`src/hw/spi_link_pkg.sv`:
```
`default_nettype none

package spi_link_pkg;

   // frame geometry
   localparam int frame_bits = 32;
   localparam int sync_stages = 2;

   // receive buffer between link and engine
   localparam int fifo_depth = 4;
   localparam int fifo_ptr_bits = $clog2(fifo_depth);

   typedef logic [frame_bits-1:0] word_t;

   // one extra bit so an overlong frame saturates above frame_bits
   typedef logic [$clog2(frame_bits):0] bit_cnt_t;

   // completed frame from the link, valid for one clk
   typedef struct packed {
      logic  valid;
      word_t word;
   } rx_word_t;

   // head of the FIFO, word holds while not_empty is high
   typedef struct packed {
      logic  not_empty;
      word_t word;
   } pop_word_t;

endpackage

`default_nettype wire

```
`src/hw/cmd_pkg.sv`:
```
`default_nettype none

package cmd_pkg;

   typedef enum logic [7:0] {
      nop     = 8'd0,
      init    = 8'd1,
      wr_inv  = 8'd2,
      rd_inv  = 8'd3,
      wr_leds = 8'd4,
      rd_leds = 8'd5,
      wr_vec  = 8'd6,
      rd_vec  = 8'd7
   } opcode_t;

   // elements per vector transfer
   localparam int vec_len = 4;

   typedef logic [$clog2(vec_len)-1:0] vec_idx_t;
   typedef logic [$clog2(vec_len):0] vec_cnt_t;

   typedef struct packed {
      opcode_t     opcode;
      logic [23:0] payload;
   } cmd_view_t;

   typedef struct packed {
      logic [7:0]  unused;
      logic [23:0] data;
   } elem_view_t;

   // same frame, read as a command or as a vector element
   typedef union packed {
      cmd_view_t  cmd;
      elem_view_t elem;
   } cmd_word_u;

   // response for the next frame, load is a one clk strobe
   typedef struct packed {
      logic                load;
      spi_link_pkg::word_t word;
   } resp_t;

endpackage

`default_nettype wire

```
`src/hw/spi_link.sv`:
```
`timescale 1ns/1ps
`default_nettype none

module spi_link
   import spi_link_pkg::*, cmd_pkg::*;
(
   input  logic     clk,
   input  logic     reset,
   input  logic     sck,
   input  logic     ss_n,
   input  logic     mosi,
   output logic     miso,
   output rx_word_t rx,
   output logic     frame_done,
   input  resp_t    resp
);

   logic [sync_stages-1:0] sck_sync;
   logic [sync_stages-1:0] ss_sync;
   logic [sync_stages-1:0] mosi_sync;
   logic sck_d;
   logic ss_d;
   logic sck_s;
   logic ss_s;
   logic mosi_s;
   logic sck_rise;
   logic sck_fall;
   logic ss_rise;
   logic ss_fall;

   bit_cnt_t bit_cnt;
   word_t    rx_shift;
   word_t    rx_word_q;
   word_t    tx_shift;
   word_t    tx_reg;
   logic     valid_q;
   logic     done_q;

   // pin synchronizers, select idles high
   always_ff @(posedge clk) begin
      if (reset) begin
         sck_sync  <= '0;
         ss_sync   <= '1;
         mosi_sync <= '0;
         sck_d     <= 1'b0;
         ss_d      <= 1'b1;
      end else begin
         sck_sync  <= {sck_sync[sync_stages-2:0], sck};
         ss_sync   <= {ss_sync[sync_stages-2:0], ss_n};
         mosi_sync <= {mosi_sync[sync_stages-2:0], mosi};
         sck_d     <= sck_s;
         ss_d      <= ss_s;
      end
   end

   assign sck_s  = sck_sync[sync_stages-1];
   assign ss_s   = ss_sync[sync_stages-1];
   assign mosi_s = mosi_sync[sync_stages-1];

   assign sck_rise = sck_s & ~sck_d;
   assign sck_fall = ~sck_s & sck_d;
   assign ss_rise  = ss_s & ~ss_d;
   assign ss_fall  = ~ss_s & ss_d;

   always_ff @(posedge clk) begin
      if (reset) begin
         bit_cnt  <= '0;
         tx_shift <= '0;
         tx_reg   <= '0;
         valid_q  <= 1'b0;
         done_q   <= 1'b0;
      end else begin
         valid_q <= 1'b0;
         done_q  <= 1'b0;
         if (ss_fall) begin
            // start of frame, hand the pending response to the shifter
            tx_shift <= tx_reg;
            tx_reg   <= '0;
            bit_cnt  <= '0;
         end else if (!ss_s) begin
            if (sck_rise && bit_cnt != '1) begin
               bit_cnt <= bit_cnt + 1'b1;
            end
            // mode 0, next bit goes out on the falling edge
            if (sck_fall) begin
               tx_shift <= {tx_shift[frame_bits-2:0], 1'b0};
            end
         end
         if (ss_rise) begin
            done_q  <= 1'b1;
            valid_q <= (bit_cnt == bit_cnt_t'(frame_bits));
         end
         // a late load still lands in the register for the next frame
         if (resp.load) begin
            tx_reg <= resp.word;
         end
      end
   end

   // receive data path
   always_ff @(posedge clk) begin
      if (!ss_s && sck_rise) begin
         rx_shift <= {rx_shift[frame_bits-2:0], mosi_s};
      end
      if (ss_rise) begin
         rx_word_q <= rx_shift;
      end
   end

   assign miso       = tx_shift[frame_bits-1];
   assign frame_done = done_q;
   assign rx         = '{valid: valid_q, word: rx_word_q};

endmodule

`default_nettype wire

```
`src/hw/word_fifo.sv`:
```
`timescale 1ns/1ps
`default_nettype none

module word_fifo
   import spi_link_pkg::*;
(
   input  logic      clk,
   input  logic      reset,
   input  rx_word_t  wr,
   output pop_word_t rd,
   input  logic      pop
);

   word_t mem [fifo_depth];

   logic [fifo_ptr_bits-1:0] wr_ptr;
   logic [fifo_ptr_bits-1:0] rd_ptr;
   logic [fifo_ptr_bits:0]   count;
   logic push_ok;
   logic pop_ok;

   assign push_ok = wr.valid && (count != (fifo_ptr_bits+1)'(fifo_depth));
   assign pop_ok  = pop && (count != '0);

   always_ff @(posedge clk) begin
      if (push_ok) begin
         mem[wr_ptr] <= wr.word;
      end
   end

   // pointers wrap on their own, depth is a power of two
   always_ff @(posedge clk) begin
      if (reset) begin
         wr_ptr <= '0;
         rd_ptr <= '0;
         count  <= '0;
      end else begin
         if (push_ok) begin
            wr_ptr <= wr_ptr + 1'b1;
         end
         if (pop_ok) begin
            rd_ptr <= rd_ptr + 1'b1;
         end
         case ({push_ok, pop_ok})
            2'b10:   count <= count + 1'b1;
            2'b01:   count <= count - 1'b1;
            default: count <= count;
         endcase
      end
   end

   assign rd = '{not_empty: (count != '0), word: mem[rd_ptr]};

endmodule

`default_nettype wire

```
`src/hw/cmd_engine.sv`:
```
`timescale 1ns/1ps
`default_nettype none

module cmd_engine
   import spi_link_pkg::*, cmd_pkg::*;
(
   input  logic        clk,
   input  logic        reset,
   input  pop_word_t   rd,
   output logic        pop,
   input  logic        frame_done,
   output resp_t       resp,
   output logic [15:0] leds
);

   cmd_word_u   w;
   vec_cnt_t    wr_left;
   vec_cnt_t    rd_left;
   vec_idx_t    wr_idx;
   vec_idx_t    rd_idx;
   logic [15:0] inv_reg;
   logic [23:0] vec [vec_len];
   logic        is_cmd;

   // every word is taken as soon as it shows up
   assign pop = rd.not_empty;
   assign w   = rd.word;

   // while a vector write runs, frames are raw elements
   assign is_cmd = (wr_left == '0);
   assign wr_idx = vec_idx_t'(vec_len - wr_left);
   assign rd_idx = vec_idx_t'(vec_len - rd_left);

   always_comb begin
      resp.load = 1'b0;
      resp.word = '0;
      if (pop && is_cmd) begin
         case (w.cmd.opcode)
            rd_inv: begin
               resp.load = 1'b1;
               resp.word = {16'h0000, inv_reg};
            end
            rd_leds: begin
               resp.load = 1'b1;
               resp.word = {16'h0000, leds};
            end
            rd_vec: begin
               resp.load = 1'b1;
               resp.word = {8'h00, vec[0]};
            end
            default: ;
         endcase
      end else if (frame_done && rd_left != '0) begin
         // rest of the vector, one element per frame
         resp.load = 1'b1;
         resp.word = {8'h00, vec[rd_idx]};
      end
   end

   always_ff @(posedge clk) begin
      if (reset) begin
         wr_left <= '0;
         rd_left <= '0;
         inv_reg <= '0;
         leds    <= '0;
         for (int i = 0; i < vec_len; i++) begin
            vec[i] <= '0;
         end
      end else begin
         if (frame_done && rd_left != '0) begin
            rd_left <= rd_left - 1'b1;
         end
         if (pop) begin
            if (!is_cmd) begin
               vec[wr_idx] <= w.elem.data;
               wr_left     <= wr_left - 1'b1;
            end else begin
               case (w.cmd.opcode)
                  init: begin
                     wr_left <= '0;
                     rd_left <= '0;
                     inv_reg <= '0;
                     leds    <= '0;
                     for (int i = 0; i < vec_len; i++) begin
                        vec[i] <= '0;
                     end
                  end
                  wr_inv:  inv_reg <= ~w.cmd.payload[15:0];
                  wr_leds: leds <= w.cmd.payload[15:0];
                  wr_vec:  wr_left <= vec_cnt_t'(vec_len);
                  // element 0 goes out now, the rest count down
                  rd_vec:  rd_left <= vec_cnt_t'(vec_len - 1);
                  default: ;
               endcase
            end
         end
      end
   end

endmodule

`default_nettype wire

```
`src/hw/spi_cmd_top.sv`:
```
`timescale 1ns/1ps
`default_nettype none

module spi_cmd_top
   import spi_link_pkg::*, cmd_pkg::*;
(
   input  logic        clk,
   input  logic        reset,
   input  logic        sck,
   input  logic        ss_n,
   input  logic        mosi,
   output logic        miso,
   output logic [15:0] leds
);

   rx_word_t  rx;
   pop_word_t fifo_rd;
   logic      pop;
   logic      frame_done;
   resp_t     resp;

   spi_link spi_link_inst (
      .clk        (clk),
      .reset      (reset),
      .sck        (sck),
      .ss_n       (ss_n),
      .mosi       (mosi),
      .miso       (miso),
      .rx         (rx),
      .frame_done (frame_done),
      .resp       (resp)
   );

   word_fifo word_fifo_inst (
      .clk   (clk),
      .reset (reset),
      .wr    (rx),
      .rd    (fifo_rd),
      .pop   (pop)
   );

   cmd_engine cmd_engine_inst (
      .clk        (clk),
      .reset      (reset),
      .rd         (fifo_rd),
      .pop        (pop),
      .frame_done (frame_done),
      .resp       (resp),
      .leds       (leds)
   );

endmodule

`default_nettype wire

```
`config.mk`:
```
export PLATFORM = sky130hd
export DESIGN_NAME = spi_cmd_top
export DESIGN_NICKNAME = d
export VERILOG_FILES = /design/src/hw/spi_link_pkg.sv /design/src/hw/cmd_pkg.sv /design/src/hw/spi_link.sv /design/src/hw/word_fifo.sv /design/src/hw/cmd_engine.sv /design/src/hw/spi_cmd_top.sv
export SDC_FILE = /design/constraint.sdc
export NUM_CORES = 1
export LEC_CHECK = 0
export BUFFER_PORTS_ARGS = -buffer_cell sky130_fd_sc_hd__buf_2
export CORE_ASPECT_RATIO = 1.2
export CORE_MARGIN = 5
export CORE_UTILIZATION = 40
export CTS_CLUSTER_SIZE = 8
export DETAILED_ROUTE_END_ITERATION = 7
export PLACE_DENSITY = 0.55
export SYNTH_ARGS = -nofsm -noshare
export SYNTH_HDL_FRONTEND = slang
export SYNTH_SLANG_ARGS = --single-unit
```
`constraint.sdc`:
```
create_clock -name clk -period 4.95 [get_ports clk]
set_clock_uncertainty 0.2 [all_clocks]
set_input_delay 0.495 -clock clk [delete_from_list [all_inputs] [get_ports clk]]
set_output_delay 0.495 -clock clk [all_outputs]
set_load 0.005 [all_outputs]
```
==> summary.txt, run 1 <==
Run status
  – Outcome: finished, final reports clean

Worst setup path
  – Critical path class: reg2reg
  – Crit path max-delay family: simple AND/OR/NAND/NOR gates
  – FF-to-FF setup slack: 1.30 ns
  – WP buf/inv: 1
  – Crit-path max FO: 25
  – FF-to-FF path depth: 5
  – Startpoint types: register
  – R2R Path End: cmd_engine_inst.vec[3][14]
  – Cells along the critical path: nor3_1, buf_4, nor2_1, nand3b_1, nand2_1
  – Max incr delay on CP: 1.24 ns
  – Reg-to-reg startpoint: word_fifo_inst.count[0]
  – Crit. End Element: register
  – CP max stage cell: nand2_1
  – CP arrival: 3.62 ns
  – Worst Path Required: 4.92 ns

Global routing
  – Total grt overflow: 0
  – Largest net degree at the start of global routing: 59
  – First-pass GRT wire length: 51.9 mm
  – Initial antenna violation count: 0
  – Total GRT Usage: 0.152
  – Vias in the first global route: 8934

Clocking
  – Maximum clock path buffer count: 3
  – CTS root buf: clkbuf_16
  – Clock slew at reported path FFs: 0.05 ns
  – Num CTS Buffers: 56
  – Postcts setup bufs: 0
  – H-tree Lvls: 2
  – Clk Latency, worst-skew pair: 0.57 ns
  – CTS sink cnt: 407
  – CTS tree: built

Logic synthesis
  – Syn nets: 1105
  – Mapped Cells: 1091
  – Mapped Area: 15800 µm²
  – Post-synth cell types: 57
  – Ys Warns: 0
  – Seq cells post-synth: 407
  – Average size of a mapped cell: 14.5 µm²
  – Ys flop type: edfxtp_1
  – Post-synthesis sequential area ratio: 0.698
  – Async S/R FF share, synth: 0
  – Number of synthesized flops with an enable pin: 288

Finish
  – Final core occ: 0.464
  – Reg with most FFs: word_fifo_inst.mem
  – Non-Filler Instances: 1682
  – Filler cells: 3442
  – Largest regs: word_fifo_inst.mem x128, cmd_engine_inst.vec x96
  – Area Growth Syn to Fin: 14.4%
  – Layout cells sized above 1: 0.171
  – Ant. Diodes: 0
  – Max reg flops: 128
  – Fin nets: 1144

Timing
  – Fin Setup TNS: 0 ns
  – Final min period: 3.65 ns
  – Measured slew at the worst slew-check pin: 1.21 ns
  – Max Clk Rate: 0.274 GHz
  – Slew Limit Fails: 0
  – Hold Violations, Final: 0
  – Max_slew headroom: 0.188
  – RSZ-0062 raised after global routing: false
  – Tcrit/Tclk final: 0.737
  – Setup-failing EPs final: 0
  – WHS: 0.214 ns

Placed design
  – IO buf count: 21
  – Placed cells: 1595
  – RePlAce Congestion: 0.764
  – Post-DP HPWL: 20.5 mm

Floorplan
  – Die W: 191 µm
  – Ports: 22
  – Initial Utilization: 0.406
  – Core area: 38900 µm²
  – Die area: 43600 µm²
  – Die Ht: 228 µm
  – Rows: 79

Hold path
  – WHS Path Cells: 0
  – Worst hold start: spi_link_inst.rx_shift[31]
  – Hold/Removal Path Class: reg2reg
  – Hold path endpoint: spi_link_inst.rx_word_q[31]

Power
  – Net Sw Frac: 0.198
  – Clock power frac: 0.472
  – Maximum VDD drop: 284 µV
  – Power share of the sequential group: 0.511
  – P_leak: 5.94 nW
  – Total power: 0.00725 W
  – Pint: 0.00581 W
  – Combinational power share: 0.017
  – PD cells: 401 nW/µm²
  – Switching power: 0.00144 W

Drt
  – DRT iter0 DRCs: 473
  – Vias: 8710
  – DRT Pass-1 Iters: 5
  – Antenna Violating Nets Remaining: 0
  – DRC Markers: 0
  – Final WL: 32.7 mm
  – Wirelength per Cell: 19.4 µm
  – Drt via density: 5.18

Run
  – Max-capacitance violation count: 0
-- power groups by stage --
stage | clock [W] | combinational (W) | sequential [W]
after floorplan | 0 | 0.0000931 | 0.00376
after global routing | 0.00365 | 0.000138 | 0.00370
final | 0.00342 | 0.000125 | 0.00370
after global placement | 0 | 0.000125 | 0.00377
after detailed placement | 0 | 0.000125 | 0.00377
after CTS | 0.00352 | 0.000128 | 0.00370
-- cell usage in the layout (no fill, tap or decap), drive strengths merged, types with 16 or more instances in the layout --
| cell | netlist | routed |
|---|---|---|
| edfxtp | 288 | 288 |
| nor2 | 119 | 119 |
| dfxtp | 119 | 119 |
| nand2 | 85 | 85 |
| clkbuf | 52 | 82 |
| nor2b | 57 | 57 |
| buf | 14 | 44 |
| mux4 | 38 | 38 |
| o21ai | 35 | 35 |
| o2bb2ai | 32 | 32 |
| mux2 | 30 | 30 |
| a21oi | 27 | 27 |
| a22oi | 25 | 25 |
| inv | 24 | 24 |
| a311oi | 23 | 23 |
| a41oi | 16 | 16 |
| mux2i | 16 | 16 |
-- worst max-delay path by stage --
stage          depth (start not counted)                         end  slack [ns]                startpoint
2_1_floorplan                          5    spi_link_inst.bit_cnt[3]        0.95  spi_link_inst.ss_sync[1]
3_3_place_gp                           5   cmd_engine_inst.vec[0][6]        1.35                  register
3_5_place_dp                           5  cmd_engine_inst.vec[3][11]        1.25   word_fifo_inst.count[0]
4_1_cts                                5  cmd_engine_inst.vec[3][14]        1.20   word_fifo_inst.count[0]
5_1_grt                                5  cmd_engine_inst.vec[3][14]        0.92   word_fifo_inst.count[0]
6_report                               5  cmd_engine_inst.vec[3][14]        1.30   word_fifo_inst.count[0]
-- cells by family after synthesis --
group                      after synthesis  share of synthesized area
AOI/OAI and AO/OA                      174                     0.0852
xor gates and xnor gates                10                    0.00555
adders and majority gates                9                    0.00761
buffers and inverters                   91                     0.0238
DFF                                    407                      0.698
muxes                                   84                     0.0857
and+or+nand+nor                        316                     0.0936
-- per-stage QoR --
step / worst slack, ns / cell area (µm²)
final: 1.30 / 18100
after global routing: 0.924 / 18100
after CTS: 1.20 / 18100
after detailed placement: 1.25 / 16500
after global placement: 1.35 / 16500
after floorplan: 0.955 / 15800
-- cells in the mapped netlist (all sizes together) (3+ instances only) --
master     n  area share
nor3       8      0.0025
a21oi     27      0.0086
nand2     85       0.020
or2        5      0.0020
clkbuf    52       0.012
nand4     12      0.0048
dfxtp    119        0.15
nand3      4      0.0013
nor2     119       0.028
buf       14      0.0055
edfxtp   288        0.55
xor2       4      0.0022
a22oi     25       0.012
a311oi    23       0.013
mux4      38       0.054
a41oi     16      0.0089
or3        3      0.0015
xnor2      6      0.0033
ha         8      0.0063
mux2      30       0.021
inv       24      0.0057
o2bb2ai   32       0.023
nor2b     57       0.023
nand2b     4      0.0016
and2       7      0.0028
mux2i     16       0.010
o21ai     35       0.011
-- layout make-up --
cell class	instances	area [µm²]	area share
clock buffers	82	1520	0.0842
repair buffers	47	308	0.0170
well taps	526	658	0.0364
flip-flops and latches	407	11000	0.611
multi-input cells	593	4400	0.244
inverters	25	93.8	0.00520
clock inverters	2	46.3	0.00256
-- worst register-to-register path: cells and delay by family (launching register included) --
kind	cells	cell delay, ns
AND/OR/NAND/NOR	4	2.38
flip-flops	1	0.48
buffers and inverters	1	0.19
-- per-layer routing --
metal | vias up | wire [µm] | track usage
met3 | 49 | 1270 | 0.0267
met5 | - | 0 | 0
met4 | 0 | 694 | 0.0473
li1 | 4157 | - | -
met2 | 155 | 15600 | 0.250
met1 | 4349 | 15100 | 0.210
-- repair_timing --
action                    CTS  global route
hold buffers                3             0
resized for setup           0             0
hold endpoints to repair    3             0
Power figures use the tool's default switching activity.
==> run 2: changes to the inputs <==
Settings changed: ABC_AREA from default to 1.
Clock period 4.95 ns to 3.4 ns, I/O delays scaled along.
==> run 2 against run 1 <==
  * Via count up 21%
  * Combinational power grew to 19 times the previous value
  * Wire length up 6.5%
  * Global-route usage grew 0.21 points
  * Critical endpoint is now spi_link_inst.tx_reg[11]
  * Sequential cell count unchanged
==> summary.txt, run 2 <==
Floorplan
  – Rows: 80 (+1.3%)
  – Die area: 44600 µm² (+2.4%)
  – Ports: 22 (unchanged)
  – Initial Utilization: 0.405 (about the same)
  – Core area: 39900 µm² (+2.6%)
  – Die W: 194 µm (+1.2%)
  – Die Ht: 230 µm (+1.2%)

Placed design
  – RePlAce Congestion: 0.776 (+1.5%)
  – Post-DP HPWL: 22.1 mm (+8.2%)
  – IO buf count: 21 (unchanged)

Power
  – PD cells: 710 nW/µm² (+77%)
  – P_leak: 6.54 nW (+10%)
  – Maximum VDD drop: 515 µV (+81%)

Global routing
  – Initial antenna violation count: 0 (unchanged)
  – Total grt overflow: 0 (unchanged)
  – Largest net degree at the start of global routing: 73 (+24%)
  – Total GRT Usage: 0.154 (+0.00209)
  – First-pass GRT wire length: 56.6 mm (+9.1%)
  – Vias in the first global route: 10500 (+18%)

Worst setup path
  – CP max stage cell: inv_2
  – Crit. End Element: register
  – Max incr delay on CP: 0.58 ns (-0.66 ns)
  – Cells along the critical path: inv_2, nand3_1, nand2_2, inv_2, nand2_2, nand3_1, nand2_2, nand4_1, a21oi_1
  – Crit-path max FO: 51 (+100%)
  – R2R Path End: spi_link_inst.tx_reg[11]
  – FF-to-FF path depth: 9 (+4)
  – Critical path class: reg2reg
  – Most used cell, CP: nand2_2
  – Startpoint types: register
  – FF-to-FF setup slack: 0.62 ns (-0.68 ns)
  – Worst Path Required: 3.62 ns (-1.30 ns)
  – CP arrival: 3.00 ns (-0.62 ns)

Clocking
  – Hold-fix buffers, CTS: 4 (+1)
  – Maximum clock path buffer count: 3 (unchanged)
  – Postcts setup bufs: 0 (unchanged)
  – CTS root buf: clkbuf_16
  – Clock slew at reported path FFs: 0.05 ns (about the same)
  – CTS tree: built
  – Clk Latency, worst-skew pair: 0.58 ns (about the same)
  – Post-CTS resize count: 0 (unchanged)
  – H-tree Lvls: 2 (unchanged)
  – CTS sink cnt: 407 (unchanged)
  – Num CTS Buffers: 56 (unchanged)

Logic synthesis
  – Average size of a mapped cell: 11.1 µm² (-23%)
  – Ys flop type: edfxtp_1
  – Ys Warns: 0 (unchanged)
  – Mapped Area: 16200 µm² (+2.5%)
  – Syn nets: 1471 (+33%)
  – Yosys top cell by area: edfxtp_1
  – Number of synthesized flops with an enable pin: 288 (unchanged)
  – Async S/R FF share, synth: 0 (unchanged)
  – Post-synth top area share: 0.534 (-0.0134)
  – Post-synth cell types: 41 (-28%)
  – Largest cells by area after synthesis: edfxtp_1, dfxtp_1, nand2_1
  – Most frequent cell after synthesis: nand2_1
  – Synth cell count leaders: nand2_1, edfxtp_1, nor2_1
  – Post-synthesis sequential area ratio: 0.681 (-0.0171)
  – Seq cells post-synth: 407 (unchanged)
  – Mapped Cells: 1457 (+34%)

Finish
  – Fin nets: 1499 (+31%)
  – Most frequent cells in the layout: nand2_1, edfxtp_1, nor2_1, a21oi_1, dfxtp_1
  – Layout cells sized above 1: 0.114 (-0.0573)
  – Final core occ: 0.463 (-0.000978)
  – Area Growth Syn to Fin: 14.2%
  – Max reg flops: 128 (unchanged)
  – Largest regs: word_fifo_inst.mem x128, cmd_engine_inst.vec x96
  – Reg with most FFs: word_fifo_inst.mem
  – Most common cell after layout, fill and taps aside: nand2_1
  – Ant. Diodes: 0 (unchanged)

Timing
  – RSZ-0062 raised after global routing: false
  – Final min period: 2.78 ns (-0.868 ns)
  – Hold Violations, Final: 0 (unchanged)
  – Tcrit/Tclk final: 0.818 (+0.0807)
  – Setup-failing EPs final: 0 (unchanged)
  – Measured slew at the worst slew-check pin: 0.909 ns (-0.305 ns)
  – Max_slew headroom: 0.393 (+0.205)
  – Fin Setup TNS: 0 ns (unchanged)
  – Slew Limit Fails: 0 (unchanged)
  – Max Clk Rate: 0.360 GHz (+31%)

Drt
  – Drt via density: 5.11 (-1.4%)
  – Antenna Violating Nets Remaining: 0 (unchanged)
  – DRT iter0 DRCs: 657 (+39%)
  – DRT Pass-1 Iters: 5 (unchanged)
  – Wirelength per Cell: 16.9 µm (-13%)
  – DRC Markers: 0 (unchanged)
  – Vias: 10500 (+21%)
  – Final WL: 34.8 mm (+6.5%)

Hold path
  – Hold/Removal Path Class: reg2reg
  – Worst hold start: spi_link_inst.sck_sync[0]
  – WHS Path Cells: 2 (+2)
  – Hold path endpoint: spi_link_inst.sck_sync[1]

Run status
  – Outcome: finished, final reports clean

Run
  – Max-capacitance violation count: 0 (unchanged)
run 2: worst max-delay path, delay by kind of cell, from the launching register on:
kind                   cells  cell delay (ns)
and+or+nand+nor            6             1.05
buffers and inverters      2             0.81
DFF                        1             0.49
AOI/OAI and AO/OA          1             0.08
run 2: how the worst max path moves through the flow:
stage / start / depth (start not counted) / to
2_1_floorplan: spi_link_inst.ss_sync[1] / 7 / spi_link_inst.bit_cnt[5]
3_5_place_dp: register / 9 / spi_link_inst.tx_reg[11]
5_1_grt: register / 11 / spi_link_inst.tx_reg[11]
4_1_cts: register / 9 / spi_link_inst.tx_reg[11]
6_report: register / 9 / spi_link_inst.tx_reg[11]
3_3_place_gp: register / 9 / spi_link_inst.tx_reg[20]
run 2: final cells by class:
cell class	instances	area, µm²
repair buffers	56	390
inverters	71	267
clock buffers	97	1560
multi-input cells	893	4530
fillers	3687	21500
clock inverters	3	45.0
well taps	533	667
flip-flops and latches	407	11000
run 2: power by group:
part           internal [W]  switching [W]
logic              0.000672        0.00176
clock network       0.00307        0.00199
registers           0.00552       0.000129
total               0.00925        0.00388
run 2: stage by stage:
| step | area, µm² | power [W] | instances | worst slack [ns] | hold WS, ns |
|---|---|---|---|---|---|
| global placement | 16800 | 0.00815 | 1956 | 0.650 | 0.197 |
| global route | 18500 | 0.0138 | 2060 | 0.287 | 0.213 |
| detailed placement | 16800 | 0.00818 | 1956 | 0.571 | 0.193 |
| finish | 18500 | 0.0131 | 2060 | 0.620 | 0.200 |
| CTS | 18500 | 0.0133 | 2060 | 0.575 | 0.208 |
| floorplan | 16200 | 0.00753 | 1457 | 0.209 | 0.186 |
run 2: logic make-up (layout without fill, tap and decap cells):
kind of cell	Yosys count	after routing	share of synthesized area
DFF	407	407	0.681
xor gates and xnor gates	2	2	0.00108
buffers and inverters	157	227	0.0420
AOI/OAI and AO/OA	271	271	0.103
adders and majority gates	9	9	0.00742
and+or+nand+nor	611	611	0.165
run 2: layer usage:
metal  GRT usage  vias to the layer above  routed length, µm
li1            -                     5214                  -
met1       0.200                     5063              15600
met2       0.267                      181              17100
met3      0.0241                       59               1220
met4      0.0511                        0                877
met5           0                        -                  0
